`config.mk`:
```
export PLATFORM = sky130hd
export DESIGN_NAME = mem_to_axi3_adapter
export DESIGN_NICKNAME = d
export VERILOG_FILES = /design/src/hdl/mem_axi3_pkg.sv /design/src/hdl/mem_to_axi3_adapter.sv /design/src/hdl/axi3_read_channel.sv /design/src/hdl/axi3_write_channel.sv /design/src/hdl/burst_coalescer.sv /design/src/hdl/sync_fifo.sv
export SDC_FILE = /design/constraint.sdc
export NUM_CORES = 2
export LEC_CHECK = 0
export ABC_AREA = 1
export BUFFER_PORTS_ARGS = -buffer_cell sky130_fd_sc_hd__buf_2
export CORE_ASPECT_RATIO = 0.9
export CORE_MARGIN = 10
export CORE_UTILIZATION = 50
export DETAILED_ROUTE_END_ITERATION = 8
export HOLD_SLACK_MARGIN = 0.15
export PLACE_DENSITY = 0.67
export SKIP_LAST_GASP = 1
export SYNTH_ARGS = -nofsm -noshare
export SYNTH_HDL_FRONTEND = slang
export SYNTH_SLANG_ARGS = --single-unit
```
`constraint.sdc`:
```
create_clock -name clk -period 4.5 [get_ports clk]
set_input_delay 0 -clock clk [delete_from_list [all_inputs] [get_ports clk]]
set_output_delay 0 -clock clk [all_outputs]
set_load 0.02 [all_outputs]
```
`src/hdl/mem_axi3_pkg.sv`:
```
/*
 * Memory to AXI3 bridge definitions
 * Widths, burst limits, window base and the packed payload types
 * shared by the write and read paths.
 */
package mem_axi3_pkg;

    // ----------------------------------------
    // Widths and limits
    // ----------------------------------------
    localparam int DATA_BYTES    = 8;
    localparam int DATA_WID      = DATA_BYTES * 8;
    localparam int BYTE_SEL_WID  = $clog2(DATA_BYTES);
    localparam int WORD_ADDR_WID = 16;
    localparam int AXI_ADDR_WID  = 32;

    // Base of the mapped window, power of two
    localparam logic [AXI_ADDR_WID-1:0] BASE_ADDR = 32'h4000_0000;

    localparam int MAX_BURST_LEN   = 16;
    localparam int BURST_LEN_WID   = $clog2(MAX_BURST_LEN);
    localparam int DATA_FIFO_DEPTH = MAX_BURST_LEN;
    localparam int CTXT_FIFO_DEPTH = 2 * MAX_BURST_LEN;

    // ----------------------------------------
    // Types
    // ----------------------------------------
    typedef logic [DATA_WID-1:0]      word_t;
    typedef logic [WORD_ADDR_WID-1:0] word_addr_t;
    typedef logic [AXI_ADDR_WID-1:0]  axi_addr_t;
    typedef logic [BURST_LEN_WID-1:0] burst_len_t;

    // Memory side write request
    typedef struct packed {
        word_addr_t addr;
        word_t      data;
    } mem_wr_req_t;

    // Start word address and beats minus one
    typedef struct packed {
        word_addr_t addr;
        burst_len_t len;
    } burst_ctxt_t;

    // AW and AR payload
    typedef struct packed {
        axi_addr_t  addr;
        burst_len_t len;
    } axi3_ax_t;

    typedef struct packed {
        word_t data;
        logic  last;
    } axi3_w_t;

    typedef struct packed {
        word_t data;
        logic  last;
    } axi3_r_t;

    // Word address to AXI byte address inside the window
    function automatic axi_addr_t word_to_axi_addr(input word_addr_t word_addr);
        axi_addr_t byte_offs;
        byte_offs = axi_addr_t'(word_addr) << BYTE_SEL_WID;
        return BASE_ADDR + byte_offs;
    endfunction

endpackage : mem_axi3_pkg
```
`src/hdl/mem_to_axi3_adapter.sv`:
```
/*
 * Memory request port to AXI3 controller bridge
 * Joins the write and read paths, B channel always ready.
 */
`timescale 1ns/1ns

module mem_to_axi3_adapter (
    input  logic                      clk,
    input  logic                      srst,

    // Memory write port
    input  logic                      mem_wr_req,
    input  mem_axi3_pkg::mem_wr_req_t mem_wr,
    output logic                      mem_wr_rdy,
    output logic                      mem_wr_ack,

    // Memory read port
    input  logic                      mem_rd_req,
    input  mem_axi3_pkg::word_addr_t  mem_rd_addr,
    output logic                      mem_rd_rdy,
    output logic                      mem_rd_ack,
    output mem_axi3_pkg::word_t       mem_rd_data,

    // AXI3 controller
    output logic                      awvalid,
    output mem_axi3_pkg::axi3_ax_t    aw,
    input  logic                      awready,
    output logic                      wvalid,
    output mem_axi3_pkg::axi3_w_t     w,
    input  logic                      wready,
    input  logic                      bvalid,
    output logic                      bready,
    output logic                      arvalid,
    output mem_axi3_pkg::axi3_ax_t    ar,
    input  logic                      arready,
    input  logic                      rvalid,
    input  mem_axi3_pkg::axi3_r_t     r,
    output logic                      rready
);

    axi3_write_channel i_axi3_write_channel (
        .clk        ( clk ),
        .srst       ( srst ),
        .mem_wr_req ( mem_wr_req ),
        .mem_wr     ( mem_wr ),
        .mem_wr_rdy ( mem_wr_rdy ),
        .mem_wr_ack ( mem_wr_ack ),
        .awvalid    ( awvalid ),
        .aw         ( aw ),
        .awready    ( awready ),
        .wvalid     ( wvalid ),
        .w          ( w ),
        .wready     ( wready )
    );

    // Responses are not checked
    assign bready = 1'b1;

    axi3_read_channel i_axi3_read_channel (
        .clk         ( clk ),
        .srst        ( srst ),
        .mem_rd_req  ( mem_rd_req ),
        .mem_rd_addr ( mem_rd_addr ),
        .mem_rd_rdy  ( mem_rd_rdy ),
        .mem_rd_ack  ( mem_rd_ack ),
        .mem_rd_data ( mem_rd_data ),
        .arvalid     ( arvalid ),
        .ar          ( ar ),
        .arready     ( arready ),
        .rvalid      ( rvalid ),
        .r           ( r ),
        .rready      ( rready )
    );

endmodule : mem_to_axi3_adapter

```
`src/hdl/axi3_read_channel.sv`:
```
/*
 * AXI3 read path
 * Coalesces reads into bursts, issues AR per burst and returns
 * each R beat to the memory side one cycle later.
 */
`timescale 1ns/1ns

module axi3_read_channel (
    input  logic                     clk,
    input  logic                     srst,

    input  logic                     mem_rd_req,
    input  mem_axi3_pkg::word_addr_t mem_rd_addr,
    output logic                     mem_rd_rdy,
    output logic                     mem_rd_ack,
    output mem_axi3_pkg::word_t      mem_rd_data,

    output logic                     arvalid,
    output mem_axi3_pkg::axi3_ax_t   ar,
    input  logic                     arready,

    input  logic                     rvalid,
    input  mem_axi3_pkg::axi3_r_t    r,
    output logic                     rready
);
    import mem_axi3_pkg::*;

    localparam int LVL_WID = $clog2(CTXT_FIFO_DEPTH + 1);

    logic               rd_accept;
    logic               rd_open;
    logic               ctxt_push;
    burst_ctxt_t        ctxt_in;
    burst_ctxt_t        ctxt_head;
    logic               ar_fire;
    logic [LVL_WID-1:0] ctxt_level;

    assign rd_accept = mem_rd_req && mem_rd_rdy;

    // Keep a slot for the open burst so its close never meets a full FIFO
    assign mem_rd_rdy = (ctxt_level + LVL_WID'(rd_open)) < LVL_WID'(CTXT_FIFO_DEPTH);

    always_ff @(posedge clk) begin
        if (srst) begin
            rd_open    <= 1'b0;
            ctxt_level <= '0;
        end else begin
            rd_open <= rd_accept;
            case ({ctxt_push, ar_fire})
                2'b10:   ctxt_level <= ctxt_level + 1'b1;
                2'b01:   ctxt_level <= ctxt_level - 1'b1;
                default: ctxt_level <= ctxt_level;
            endcase
        end
    end

    burst_coalescer i_burst_coalescer (
        .clk       ( clk ),
        .srst      ( srst ),
        .accept    ( rd_accept ),
        .addr      ( mem_rd_addr ),
        .ctxt_push ( ctxt_push ),
        .ctxt      ( ctxt_in )
    );

    sync_fifo #(
        .T     ( burst_ctxt_t ),
        .DEPTH ( CTXT_FIFO_DEPTH )
    ) i_sync_fifo__ctxt (
        .clk     ( clk ),
        .srst    ( srst ),
        .wr      ( ctxt_push ),
        .wr_data ( ctxt_in ),
        .wr_rdy  ( ),
        .rd      ( ar_fire ),
        .rd_vld  ( arvalid ),
        .rd_data ( ctxt_head )
    );

    // Head context goes out as the AR transfer
    assign ar      = '{addr: word_to_axi_addr(ctxt_head.addr), len: ctxt_head.len};
    assign ar_fire = arvalid && arready;

    // ----------------------------------------
    // Read data return
    // ----------------------------------------
    assign rready = 1'b1;

    always_ff @(posedge clk) begin
        if (srst) begin
            mem_rd_ack <= 1'b0;
        end else begin
            mem_rd_ack <= rvalid && rready;
        end
    end

    always_ff @(posedge clk) begin
        if (rvalid && rready) begin
            mem_rd_data <= r.data;
        end
    end

endmodule : axi3_read_channel

```
`src/hdl/axi3_write_channel.sv`:
```
/*
 * AXI3 write path
 * Buffers write words, coalesces them into bursts, issues AW per
 * burst and sequences the W beats with last on beat len.
 */
`timescale 1ns/1ns

module axi3_write_channel (
    input  logic                      clk,
    input  logic                      srst,

    input  logic                      mem_wr_req,
    input  mem_axi3_pkg::mem_wr_req_t mem_wr,
    output logic                      mem_wr_rdy,
    output logic                      mem_wr_ack,

    output logic                      awvalid,
    output mem_axi3_pkg::axi3_ax_t    aw,
    input  logic                      awready,

    output logic                      wvalid,
    output mem_axi3_pkg::axi3_w_t     w,
    input  logic                      wready
);
    import mem_axi3_pkg::*;

    logic        wr_accept;
    logic        data_vld;
    word_t       w_data;
    logic        w_last;
    logic        ctxt_push;
    burst_ctxt_t ctxt_in;
    logic        ctxt_vld;
    burst_ctxt_t ctxt_head;
    logic        aw_fire;
    logic        w_fire;
    logic        w_sop;
    logic        aw_pend;
    burst_len_t  beat_cnt;
    burst_len_t  aw_len;

    assign wr_accept = mem_wr_req && mem_wr_rdy;

    // ----------------------------------------
    // Data and burst contexts
    // ----------------------------------------
    sync_fifo #(
        .T     ( word_t ),
        .DEPTH ( DATA_FIFO_DEPTH )
    ) i_sync_fifo__data (
        .clk     ( clk ),
        .srst    ( srst ),
        .wr      ( wr_accept ),
        .wr_data ( mem_wr.data ),
        .wr_rdy  ( mem_wr_rdy ),
        .rd      ( w_fire ),
        .rd_vld  ( data_vld ),
        .rd_data ( w_data )
    );

    burst_coalescer i_burst_coalescer (
        .clk       ( clk ),
        .srst      ( srst ),
        .accept    ( wr_accept ),
        .addr      ( mem_wr.addr ),
        .ctxt_push ( ctxt_push ),
        .ctxt      ( ctxt_in )
    );

    // Every queued context still has its words in the data FIFO,
    // so this one cannot fill before the data FIFO does
    sync_fifo #(
        .T     ( burst_ctxt_t ),
        .DEPTH ( CTXT_FIFO_DEPTH )
    ) i_sync_fifo__ctxt (
        .clk     ( clk ),
        .srst    ( srst ),
        .wr      ( ctxt_push ),
        .wr_data ( ctxt_in ),
        .wr_rdy  ( ),
        .rd      ( aw_fire ),
        .rd_vld  ( ctxt_vld ),
        .rd_data ( ctxt_head )
    );

    // ----------------------------------------
    // AW issue
    // ----------------------------------------
    assign awvalid = w_sop && ctxt_vld && !aw_pend;
    assign aw      = '{addr: word_to_axi_addr(ctxt_head.addr), len: ctxt_head.len};
    assign aw_fire = awvalid && awready;

    // Length of the burst the W side works on
    always_ff @(posedge clk) begin
        if (aw_fire) begin
            aw_len <= ctxt_head.len;
        end
    end

    // ----------------------------------------
    // W beats
    // ----------------------------------------
    // First beat waits until its AW has gone out
    assign wvalid = data_vld && (!w_sop || aw_pend);
    assign w_last = (beat_cnt == aw_len);
    assign w      = '{data: w_data, last: w_last};
    assign w_fire = wvalid && wready;

    always_ff @(posedge clk) begin
        if (srst) begin
            w_sop    <= 1'b1;
            aw_pend  <= 1'b0;
            beat_cnt <= '0;
        end else begin
            if (aw_fire) begin
                aw_pend <= 1'b1;
            end else if (w_fire && w_sop) begin
                aw_pend <= 1'b0;
            end
            if (w_fire) begin
                w_sop    <= w_last;
                beat_cnt <= w_last ? '0 : beat_cnt + 1'b1;
            end
        end
    end

    // One ack per word, on its W transfer
    assign mem_wr_ack = w_fire;

endmodule : axi3_write_channel

```
`src/hdl/burst_coalescer.sv`:
```
/*
 * Burst coalescer
 * Merges accepted requests with consecutive word addresses into
 * INCR burst contexts of up to MAX_BURST_LEN beats.
 */
`timescale 1ns/1ns

module burst_coalescer (
    input  logic                      clk,
    input  logic                      srst,

    input  logic                      accept,
    input  mem_axi3_pkg::word_addr_t  addr,

    output logic                      ctxt_push,
    output mem_axi3_pkg::burst_ctxt_t ctxt
);
    import mem_axi3_pkg::*;

    typedef enum logic [1:0] {
        ST_RESET,
        ST_BURST_START,
        ST_BURST
    } state_t;

    state_t     state;
    state_t     state_nxt;
    logic       load;
    logic       extend;
    word_addr_t start_addr;
    word_addr_t next_addr;
    burst_len_t len;

    always_ff @(posedge clk) begin
        if (srst) begin
            state <= ST_RESET;
        end else begin
            state <= state_nxt;
        end
    end

    always_comb begin
        state_nxt = state;
        load      = 1'b0;
        extend    = 1'b0;
        ctxt_push = 1'b0;
        case (state)
            // Idle, first cycle out of reset included
            ST_RESET, ST_BURST_START: begin
                load = 1'b1;
                if (accept) begin
                    state_nxt = ST_BURST;
                end
            end
            ST_BURST: begin
                if (accept) begin
                    if (addr == next_addr && len < burst_len_t'(MAX_BURST_LEN - 1)) begin
                        extend = 1'b1;
                    end else begin
                        // Close this burst, open the next with this request
                        ctxt_push = 1'b1;
                        load      = 1'b1;
                    end
                end else begin
                    // Gap in the request stream
                    ctxt_push = 1'b1;
                    state_nxt = ST_BURST_START;
                end
            end
            default: begin
                state_nxt = ST_RESET;
            end
        endcase
    end

    // Burst tracking
    always_ff @(posedge clk) begin
        if (load) begin
            start_addr <= addr;
            next_addr  <= addr + 1'b1;
            len        <= '0;
        end else if (extend) begin
            next_addr <= next_addr + 1'b1;
            len       <= len + 1'b1;
        end
    end

    assign ctxt = '{addr: start_addr, len: len};

endmodule : burst_coalescer

```
`src/hdl/sync_fifo.sv`:
```
/*
 * Synchronous show-ahead FIFO
 * Circular buffer with a type parameter for the payload.
 */
`timescale 1ns/1ns

module sync_fifo #(
    parameter type T     = logic [7:0],
    parameter int  DEPTH = 16
) (
    input  logic clk,
    input  logic srst,

    input  logic wr,
    input  T     wr_data,
    output logic wr_rdy,

    input  logic rd,
    output logic rd_vld,
    output T     rd_data
);
    localparam int PTR_WID = (DEPTH > 1) ? $clog2(DEPTH) : 1;
    localparam int CNT_WID = $clog2(DEPTH + 1);

    T                   mem [DEPTH];
    logic [PTR_WID-1:0] wr_ptr;
    logic [PTR_WID-1:0] rd_ptr;
    logic [CNT_WID-1:0] count;
    logic               do_wr;
    logic               do_rd;

    // Pointer advance with wrap at DEPTH
    function automatic logic [PTR_WID-1:0] ptr_inc(input logic [PTR_WID-1:0] ptr);
        if (ptr == PTR_WID'(DEPTH - 1)) begin
            return '0;
        end
        return ptr + 1'b1;
    endfunction

    assign wr_rdy = (count < CNT_WID'(DEPTH));
    assign rd_vld = (count != '0);

    // Writes while full and reads while empty are dropped
    assign do_wr = wr && wr_rdy;
    assign do_rd = rd && rd_vld;

    // Head entry shown without a read strobe
    assign rd_data = mem[rd_ptr];

    always_ff @(posedge clk) begin
        if (do_wr) begin
            mem[wr_ptr] <= wr_data;
        end
    end

    always_ff @(posedge clk) begin
        if (srst) begin
            wr_ptr <= '0;
            rd_ptr <= '0;
            count  <= '0;
        end else begin
            if (do_wr) begin
                wr_ptr <= ptr_inc(wr_ptr);
            end
            if (do_rd) begin
                rd_ptr <= ptr_inc(rd_ptr);
            end
            case ({do_wr, do_rd})
                2'b10:   count <= count + 1'b1;
                2'b01:   count <= count - 1'b1;
                default: count <= count;
            endcase
        end
    end

endmodule : sync_fifo

```
== After elaboration in Yosys (flattened, before gate mapping) ==
Memory sizes are Yosys's and may differ from the RTL's. A register that Yosys moved wholly into a read port is not among the register bits.
Index checks and enable logic that the tools add are counted.

* Register bits: 203
* Bits in latches: 0
* Memory bits (writable): 2304
* Bits in read-only memories: 0
* Input port bits: 170
* Output and inout port bits: 210
* Word-level logic and storage cells: 194
* Memories kept: 3

{| class="wikitable"
|+ Memory list
! memory !! depth !! width !! read ports !! clocked after memory_dff !! wr ports !! RTL line !! source
|-
| i_axi3_write_channel.i_sync_fifo__data.mem || 16 || 64 || 1 || 1 || 1 || sync_fifo.sv:25 || <nowiki>T mem [DEPTH];</nowiki>
|-
| i_axi3_read_channel.i_sync_fifo__ctxt.mem || 32 || 20 || 1 || 1 || 1 || sync_fifo.sv:25 ||
|-
| i_axi3_write_channel.i_sync_fifo__ctxt.mem || 32 || 20 || 1 || 1 || 1 || sync_fifo.sv:25 ||
|}

* Add/subtract/negate cells: 24
* $mul: 0
* Div/mod/pow operators: 0
* Magnitude comparators: 6
* Equal/unequal tests: 25
* Shift-type cells: 0
* Mux-type cells: 75
* Bitwise gates (word level): 0
* Reductions and logical operators: 36

{| class="wikitable"
|+ Operator list
! cell !! number
|-
| $add 16x1->16 const B || 4
|-
| $add 31x19->32 const A || 2
|-
| $mux 16 || 4
|-
| $mux 5 || 12
|-
| $mux 1 || 40
|-
| $pmux 6 s2 || 3
|-
| $eq 16x16->1 || 2
|-
| $mux 4 || 7
|-
| $add 5x1->5 const B || 5
|-
| $add 4x1->4 const B || 5
|-
| $eq 5x5->1 const B || 4
|-
| $add 6x1->6 const B || 3
|-
| $lt 6x6->1 const B || 3
|-
| $sub 6x1->6 const B || 3
|-
| $logic_and 1x1->1 || 17
|-
| $reduce_bool 2->1 || 7
|-
| $eq 2x1->1 const B || 6
|-
| $eq 2x2->1 const B || 6
|-
| $reduce_bool 6->1 || 2
|-
| $pmux 5 s2 || 1
|-
| $eq 4x4->1 const B || 2
|-
| $lt 4x4->1 const B || 2
|-
| $mux 2 || 4
|-
| $pmux 2 s2 || 2
|-
| 13 further kinds || 20
|}

== Depth between registers and ports, before layout ==
* Word-level depth: 10
* Gate-level depth with buffers: 21
* Gate-level depth less buffers: 20

== By module ==
Synthesis repeated with hierarchy kept, for this count alone.

* Cells, all modules: 8825
* Area total of the unflattened synthesis: 105631.3 um^2

{| class="wikitable"
|+ Modules (own cells, without submodules)
! module !! instances !! cells an instance !! area each (um^2) !! sequential area each (um^2)
|-
| sync_fifo (i_axi3_write_channel.i_sync_fifo__data) || 1 || 3371 || 43839.5 || 31089.8
|-
| sync_fifo (i_axi3_write_channel.i_sync_fifo__ctxt) || 1 || 2286 || 26893.3 || 19638.8
|-
| sync_fifo (i_axi3_read_channel.i_sync_fifo__ctxt) || 1 || 2285 || 26878.3 || 19638.8
|-
| burst_coalescer || 2 || 304 || 2343.5 || 1081.0
|-
| axi3_read_channel || 1 || 184 || 2667.6 || 2082.0
|-
| axi3_write_channel || 1 || 89 || 654.4 || 240.2
|-
| mem_to_axi3_adapter || 1 || 2 || 11.3 || 0.0
|}

== Least setup slack after synthesis ==
OpenSTA, ideal clock, no wires.

* Path type: register to register
* Start: register i_axi3_write_channel.i_sync_fifo__data.count[4]
* End: memory i_axi3_write_channel.i_sync_fifo__data.mem[0][0] (netlist bit), enable pin
* Data arrival time: 3570 ps
* Slack: 444 ps
* Stages on the path, launching flop included: 6
* Path buffers: 0
* Cells stage by stage: dfxtp_1 -> inv_1 -> nand2_2 -> inv_1 -> nand2_1 -> nor2_1

* Word-level cells in the longest chain between the ends: 5

{| class="wikitable"
|+ Ends and longest elaborated chain
! element !! RTL line !! source
|-
| from (decl) || sync_fifo.sv:28 || <nowiki>logic [CNT_WID-1:0] count;</nowiki>
|-
| from (signal assigned) || sync_fifo.sv:69 || <nowiki>2'b10: count <= count + 1'b1;</nowiki>
|-
| from (signal assigned) || sync_fifo.sv:70 || <nowiki>2'b01: count <= count - 1'b1;</nowiki>
|-
| from (signal assigned) || sync_fifo.sv:71 || <nowiki>default: count <= count;</nowiki>
|-
| $lt 5x5->1 (*) || sync_fifo.sv:40 || <nowiki>assign wr_rdy = (count < CNT_WID'(DEPTH));</nowiki>
|-
| via mem_wr_rdy || mem_to_axi3_adapter.sv:14 || <nowiki>output logic mem_wr_rdy,</nowiki>
|-
| $logic_and 1x1->1 || axi3_write_channel.sv:42 || <nowiki>assign wr_accept = mem_wr_req && mem_wr_rdy;</nowiki>
|-
| $logic_and 1x1->1 (*) || sync_fifo.sv:44 || <nowiki>assign do_wr = wr && wr_rdy;</nowiki>
|-
| $mux 1 (*) || sync_fifo.sv:51 || <nowiki>if (do_wr) begin</nowiki>
|-
| $mux 1 (not written as such) (*) || sync_fifo.sv:52 || <nowiki>mem[wr_ptr] <= wr_data;</nowiki>
|-
| to (decl) || sync_fifo.sv:25 ||
|}

The timed path passes the listed nets; every way through them passes the cells marked *.

==> impl_table.tex <==
\begin{tabular}{lr}
\hline
Metric & Value \\
\hline
\multicolumn{2}{l}{\textbf{Yosys}} \\
\quad Number of library cell types mapped by synthesis & 50 \\
\quad Fraction of synthesis flops using an asynchronous set or reset pin & 0\% \\
\quad Dominant cell by count in the synthesized netlist & edfxtp\_1 \\
\quad \#FFs+latches synth & 2,521 \\
\quad Synth Instances & 7,441 \\
\quad Mapped cell area & approximately 100,000 um\^{}2 \\
\quad EDFF count, synth & around 2.4k \\
\quad Syn. warnings & 0 \\
\quad Mean instance size in the synthesized netlist & roughly 14 um\^{}2 \\
\quad Main synth FF type & edfxtp\_1 \\
\quad Post-synthesis sequential area ratio & 74.3\% \\
\quad Cell types with the highest counts after synthesis & edfxtp\_1 (2,436), o21ai\_0 (1,053), nor2\_1 (912), inv\_1 (421), clkbuf\_1 (389) \\
\quad Cell type with the largest total area after synthesis & edfxtp\_1 \\
\quad Most area-consuming cells after synthesis & edfxtp\_1 (73\%), o21ai\_0 (5.2\%), nor2\_1 (3.4\%), mux2i\_1 (2.5\%), o221ai\_1 (2.0\%) \\
\quad Top cell type's share of synthesized area & between 70\% and 80\% \\
\multicolumn{2}{l}{\textbf{Pwr}} \\
\quad Total leakage power & 39.6 nW \\
\quad Total chip power & 59.5 mW \\
\quad Maximum vdd drop & between 0.0003 and 0.0004 V \\
\quad Areal power density over the cells & 509 nW/um\^{}2 \\
\multicolumn{2}{l}{\textbf{CTS}} \\
\quad Total number of H-tree levels & 4 \\
\quad Insertion delay to the later sink of the worst-skew pair & around 0.86 ns \\
\quad Number of buffers inserted during clock tree synthesis & 239 \\
\quad Clock sink count & 2,521 \\
\quad CTS tree & done \\
\quad Clock root buffer & clkbuf\_16 \\
\quad Number of buffers between clock root and the deepest sink & 3 \\
\quad Clock-pin transition on the worst setup and hold timing paths & 0.06 ns \\
\multicolumn{2}{l}{\textbf{Die}} \\
\quad Core Rows & 156 \\
\quad Floorplan core area & roughly 200,000 um\^{}2 \\
\quad Die Y-Extent & 446 um \\
\quad Die extent in x & 493 um \\
\quad Die Area & 220,000 um\^{}2 \\
\quad I/O pin total & 380 \\
\quad Initial cell density of the core & roughly 50\% \\
\multicolumn{2}{l}{\textbf{Timing}} \\
\quad Final setup TNS & 0 ns \\
\quad Post-route clock skew & between 0.04 and 0.05 ns \\
\quad Final max-slew violation count & 0 \\
\quad Slew at the pin with the worst max-slew slack & 1.26 ns \\
\quad Max-slew headroom at the worst pin & 16.0\% \\
\quad RSZ-0062 raised after global routing & no \\
\quad Final Hold Violating Endpoints & 0 \\
\quad Shortest period the worst path allows & a little over 4 ns \\
\quad Maximum clock frequency & 243 MHz \\
\quad Endpoints failing setup & 0 \\
\quad Crit share post-route & between 90\% and 100\% \\
\quad Worst Slack Setup Final & 0.387 ns \\
\multicolumn{2}{l}{\textbf{Place}} \\
\quad Post-placement cell area & 106,000 um\^{}2 \\
\quad DPL Wire Length & 144 mm \\
\quad Placed Instances & 10.2k \\
\quad Number of I/O port buffers & 343 \\
\quad Setup Slack @ Placement & 1.31 ns \\
\quad Final weighted congestion in routability-driven placement & 0.864 \\
\multicolumn{2}{l}{\textbf{Global routing}} \\
\quad Number of global-route vias before repair & slightly above 60k \\
\quad Most utilized layer in the global route result & met2 \\
\quad Pin count of the biggest net entering global routing & about 190 \\
\quad Grt ovf & 0 \\
\quad Global-route wire length before repair & 396 mm \\
\quad GRT Util Overall & 23.4\% \\
\quad Global-route met3 utilization & 4.14\% \\
\quad GR met2 Demand/Resource & a little under two fifths \\
\quad Initial antenna violation count & 35 \\
\quad Met1 usage & 31.7\% \\
\multicolumn{2}{l}{\textbf{Routing}} \\
\quad Routed vias & between 60k and 70k \\
\quad WL per Instance & 24.2 um \\
\quad Violation count after the first detailed-route iteration & a little over 7k \\
\quad Total Routed Length & 266 mm \\
\quad Post-route DRC & 0 \\
\quad Antenna Violating Nets Remaining & 0 \\
\quad Number of detailed-routing iterations run before antenna repair & 6 \\
\quad Ratio of routed vias to standard cells & slightly below 6 \\
\multicolumn{2}{l}{\textbf{Setup path}} \\
\quad Slowest stage delay, CP & $\sim$0.78 ns \\
\quad Buffers \& Inverters on Critical Path & 2 \\
\quad Slowest library cell on the worst path & a32oi\_1 \\
\quad Cell chain of the critical path & buf\_12, o21ai\_0, o221ai\_1, a31oi\_1, a32oi\_1, buf\_2 \\
\quad Req. time, crit path & 4.50 ns \\
\quad Worst setup path class & reg -> out \\
\quad Maximum fanout along the worst path & 172 \\
\quad Startpoint types & register \\
\quad Family with the most delay on the worst path & compound AO/OA/AOI/OAI gates \\
\quad Kind of end point of the critical path & output pin \\
\quad Arrival time at the worst endpoint & between 4 and 5 ns \\
\multicolumn{2}{l}{\textbf{Layout}} \\
\quad Synthesis-to-layout area growth & 16.2\% \\
\quad Final Cell Area & 117,000 um\^{}2 \\
\quad Area of combinational cells with multiple inputs & about 22,000 um\^{}2 \\
\quad \# fillers & 15.4k \\
\quad Net count, final & 8,306 \\
\quad Storage element area & about 75,000 um\^{}2 \\
\quad Filler-free cell count of the finished design & 11.0k \\
\quad Share of post-route cells with drive strength above 1 & 12.7\% \\
\multicolumn{2}{l}{\textbf{Run}} \\
\quad Reported max-cap violation count & 0 \\
\multicolumn{2}{l}{\textbf{Outcome}} \\
\quad Result of the run & finished clean \\
\multicolumn{2}{l}{\textbf{Min path}} \\
\quad Hold Crit Class & in -> reg \\
\hline
\end{tabular}
-- through the flow --
stage / hold slack [ns] / utilization (%)
floorplan: 0.0774 / -
CTS: 0.151 / 58.3
detailed placement: 0.178 / 52.9
global placement: 0.178 / 52.9
global route: 0.178 / 58.3
finish: 0.230 / 58.3
-- path summary, 6_finish.rpt --
kind | cells after the start | start | slack (ns) | endpoint
setup reg to reg | 5 | register | 1.24 | i_axi3_write_channel.aw_len[3]
hold reg to reg | 1 | i_axi3_write_channel.i_sync_fifo__data.count[0] | 0.45 | i_axi3_write_channel.i_sync_fifo__data.count[0]
setup / recovery | 6 | register | 0.39 | aw[3]
hold / removal | 2 | mem_wr[24] | 0.23 | i_axi3_write_channel.i_sync_fifo__data.mem[15][24]
-- final cells by class --
cell class / instances / area share (%)
Inverter: 433 / 1.42
Antenna cell: 19 / 0.0406
Sequential cell: 2521 / 64.0
Multi-Input combinational cell: 4010 / 19.2
Clock buffer: 317 / 5.47
Clock inverter: 120 / 1.01
Tap cell: 2686 / 2.87
Timing Repair Buffer: 890 / 5.97
-- what timing repair did --
action / 4_1_cts / 5_1_grt
gates resized for setup: 0 / 0
endpoints found under the hold margin: 1343 / 0
buffers inserted: 0 / 0
hold buffers: 330 / 0
-- routing by layer --
metal	wire length, um	vias up
met5	96	-
met4	11000	18
met3	23300	570
met2	127000	3042
met1	105000	32000
li1	-	29000
-- sequential cells by signal, indices dropped and copies added, names as in the netlist, 2 cells and up, named ones only --
| register | cells |
|---|---|
| i_axi3_write_channel.i_burst_coalescer.state | 2 |
| i_axi3_write_channel.i_sync_fifo__ctxt.mem | 640 |
| i_axi3_read_channel.ctxt_level | 6 |
| i_axi3_write_channel.i_sync_fifo__ctxt.count | 6 |
| i_axi3_read_channel.i_sync_fifo__ctxt.rd_ptr | 5 |
| i_axi3_read_channel.i_sync_fifo__ctxt.count | 6 |
| i_axi3_write_channel.i_burst_coalescer.next_addr | 16 |
| i_axi3_read_channel.mem_rd_data | 64 |
| i_axi3_read_channel.i_burst_coalescer.next_addr | 16 |
| i_axi3_write_channel.aw_len | 4 |
| i_axi3_read_channel.i_burst_coalescer.state | 2 |
| i_axi3_write_channel.i_sync_fifo__data.mem | 1024 |
| i_axi3_write_channel.i_burst_coalescer.start_addr | 16 |
| i_axi3_read_channel.i_sync_fifo__ctxt.wr_ptr | 5 |
| i_axi3_write_channel.i_sync_fifo__ctxt.rd_ptr | 5 |
| i_axi3_write_channel.i_sync_fifo__ctxt.wr_ptr | 5 |
| i_axi3_write_channel.i_sync_fifo__data.wr_ptr | 4 |
| i_axi3_read_channel.i_burst_coalescer.len | 4 |
| i_axi3_write_channel.i_sync_fifo__data.rd_ptr | 4 |
| i_axi3_write_channel.beat_cnt | 4 |
| i_axi3_write_channel.i_burst_coalescer.len | 4 |
| i_axi3_read_channel.i_burst_coalescer.start_addr | 16 |
| i_axi3_read_channel.i_sync_fifo__ctxt.mem | 640 |
| i_axi3_write_channel.i_sync_fifo__data.count | 5 |
-- cells in the final DEF, fill, tap and decap left out, types with 10 or more instances in the layout --
master and n:
a31oi_1 41, nand2_2 14, dlygate4sd3_1 330, inv_1 416, dfxtp_4 10, clkbuf_16 240
clkinv_1 36, clkinv_2 40, clkinvlp_4 11, o22ai_1 93, nor2_1 832, o211ai_1 260
buf_4 190, mux2i_1 256, dfxtp_1 75, bufinv_16 16, clkbuf_1 67, buf_2 343
o21ai_0 1053, xor2_1 28, nand2_1 374, o221ai_1 229, nand3_1 246, edfxtp_1 2436
a32oi_1 32, conb_1 34, ha_1 39, nor2_4 21, buf_12 27, nor2_2 73
nand4_1 16, a21oi_1 299, diode_2 19, clkbuf_8 10, nor3_1 13, xnor2_1 14
-- worst register-to-register path, cell delays in order, from the launching register on --
cell	delay (ns)
dfxtp_4	0.74
buf_12	0.53
o21ai_0	0.40
o221ai_1	0.28
a31oi_1	0.20
a32oi_1	0.79
-- where the power goes --
group	switching [mW]	internal, mW	total, mW	leakage [nW]
combinational	8.59	4.09	12.7	13.2
clock	8.70	10.9	19.6	3.67
sequential	0.696	26.5	27.2	22.8
total	18.0	41.5	59.5	39.6
-- logic make-up after synthesis --
group	Yosys count	share of synthesized area, %
other	2	0.00746
AND/OR/NAND/NOR	1618	6.63
multiplexers	256	2.54
AO/OA/AOI/OAI	2019	11.9
XOR/XNOR	42	0.365
flip-flops	2521	74.3
buffers and inverters	942	3.75
adder cells (fa/ha/maj)	41	0.524
Power figures use the tool's default switching activity.
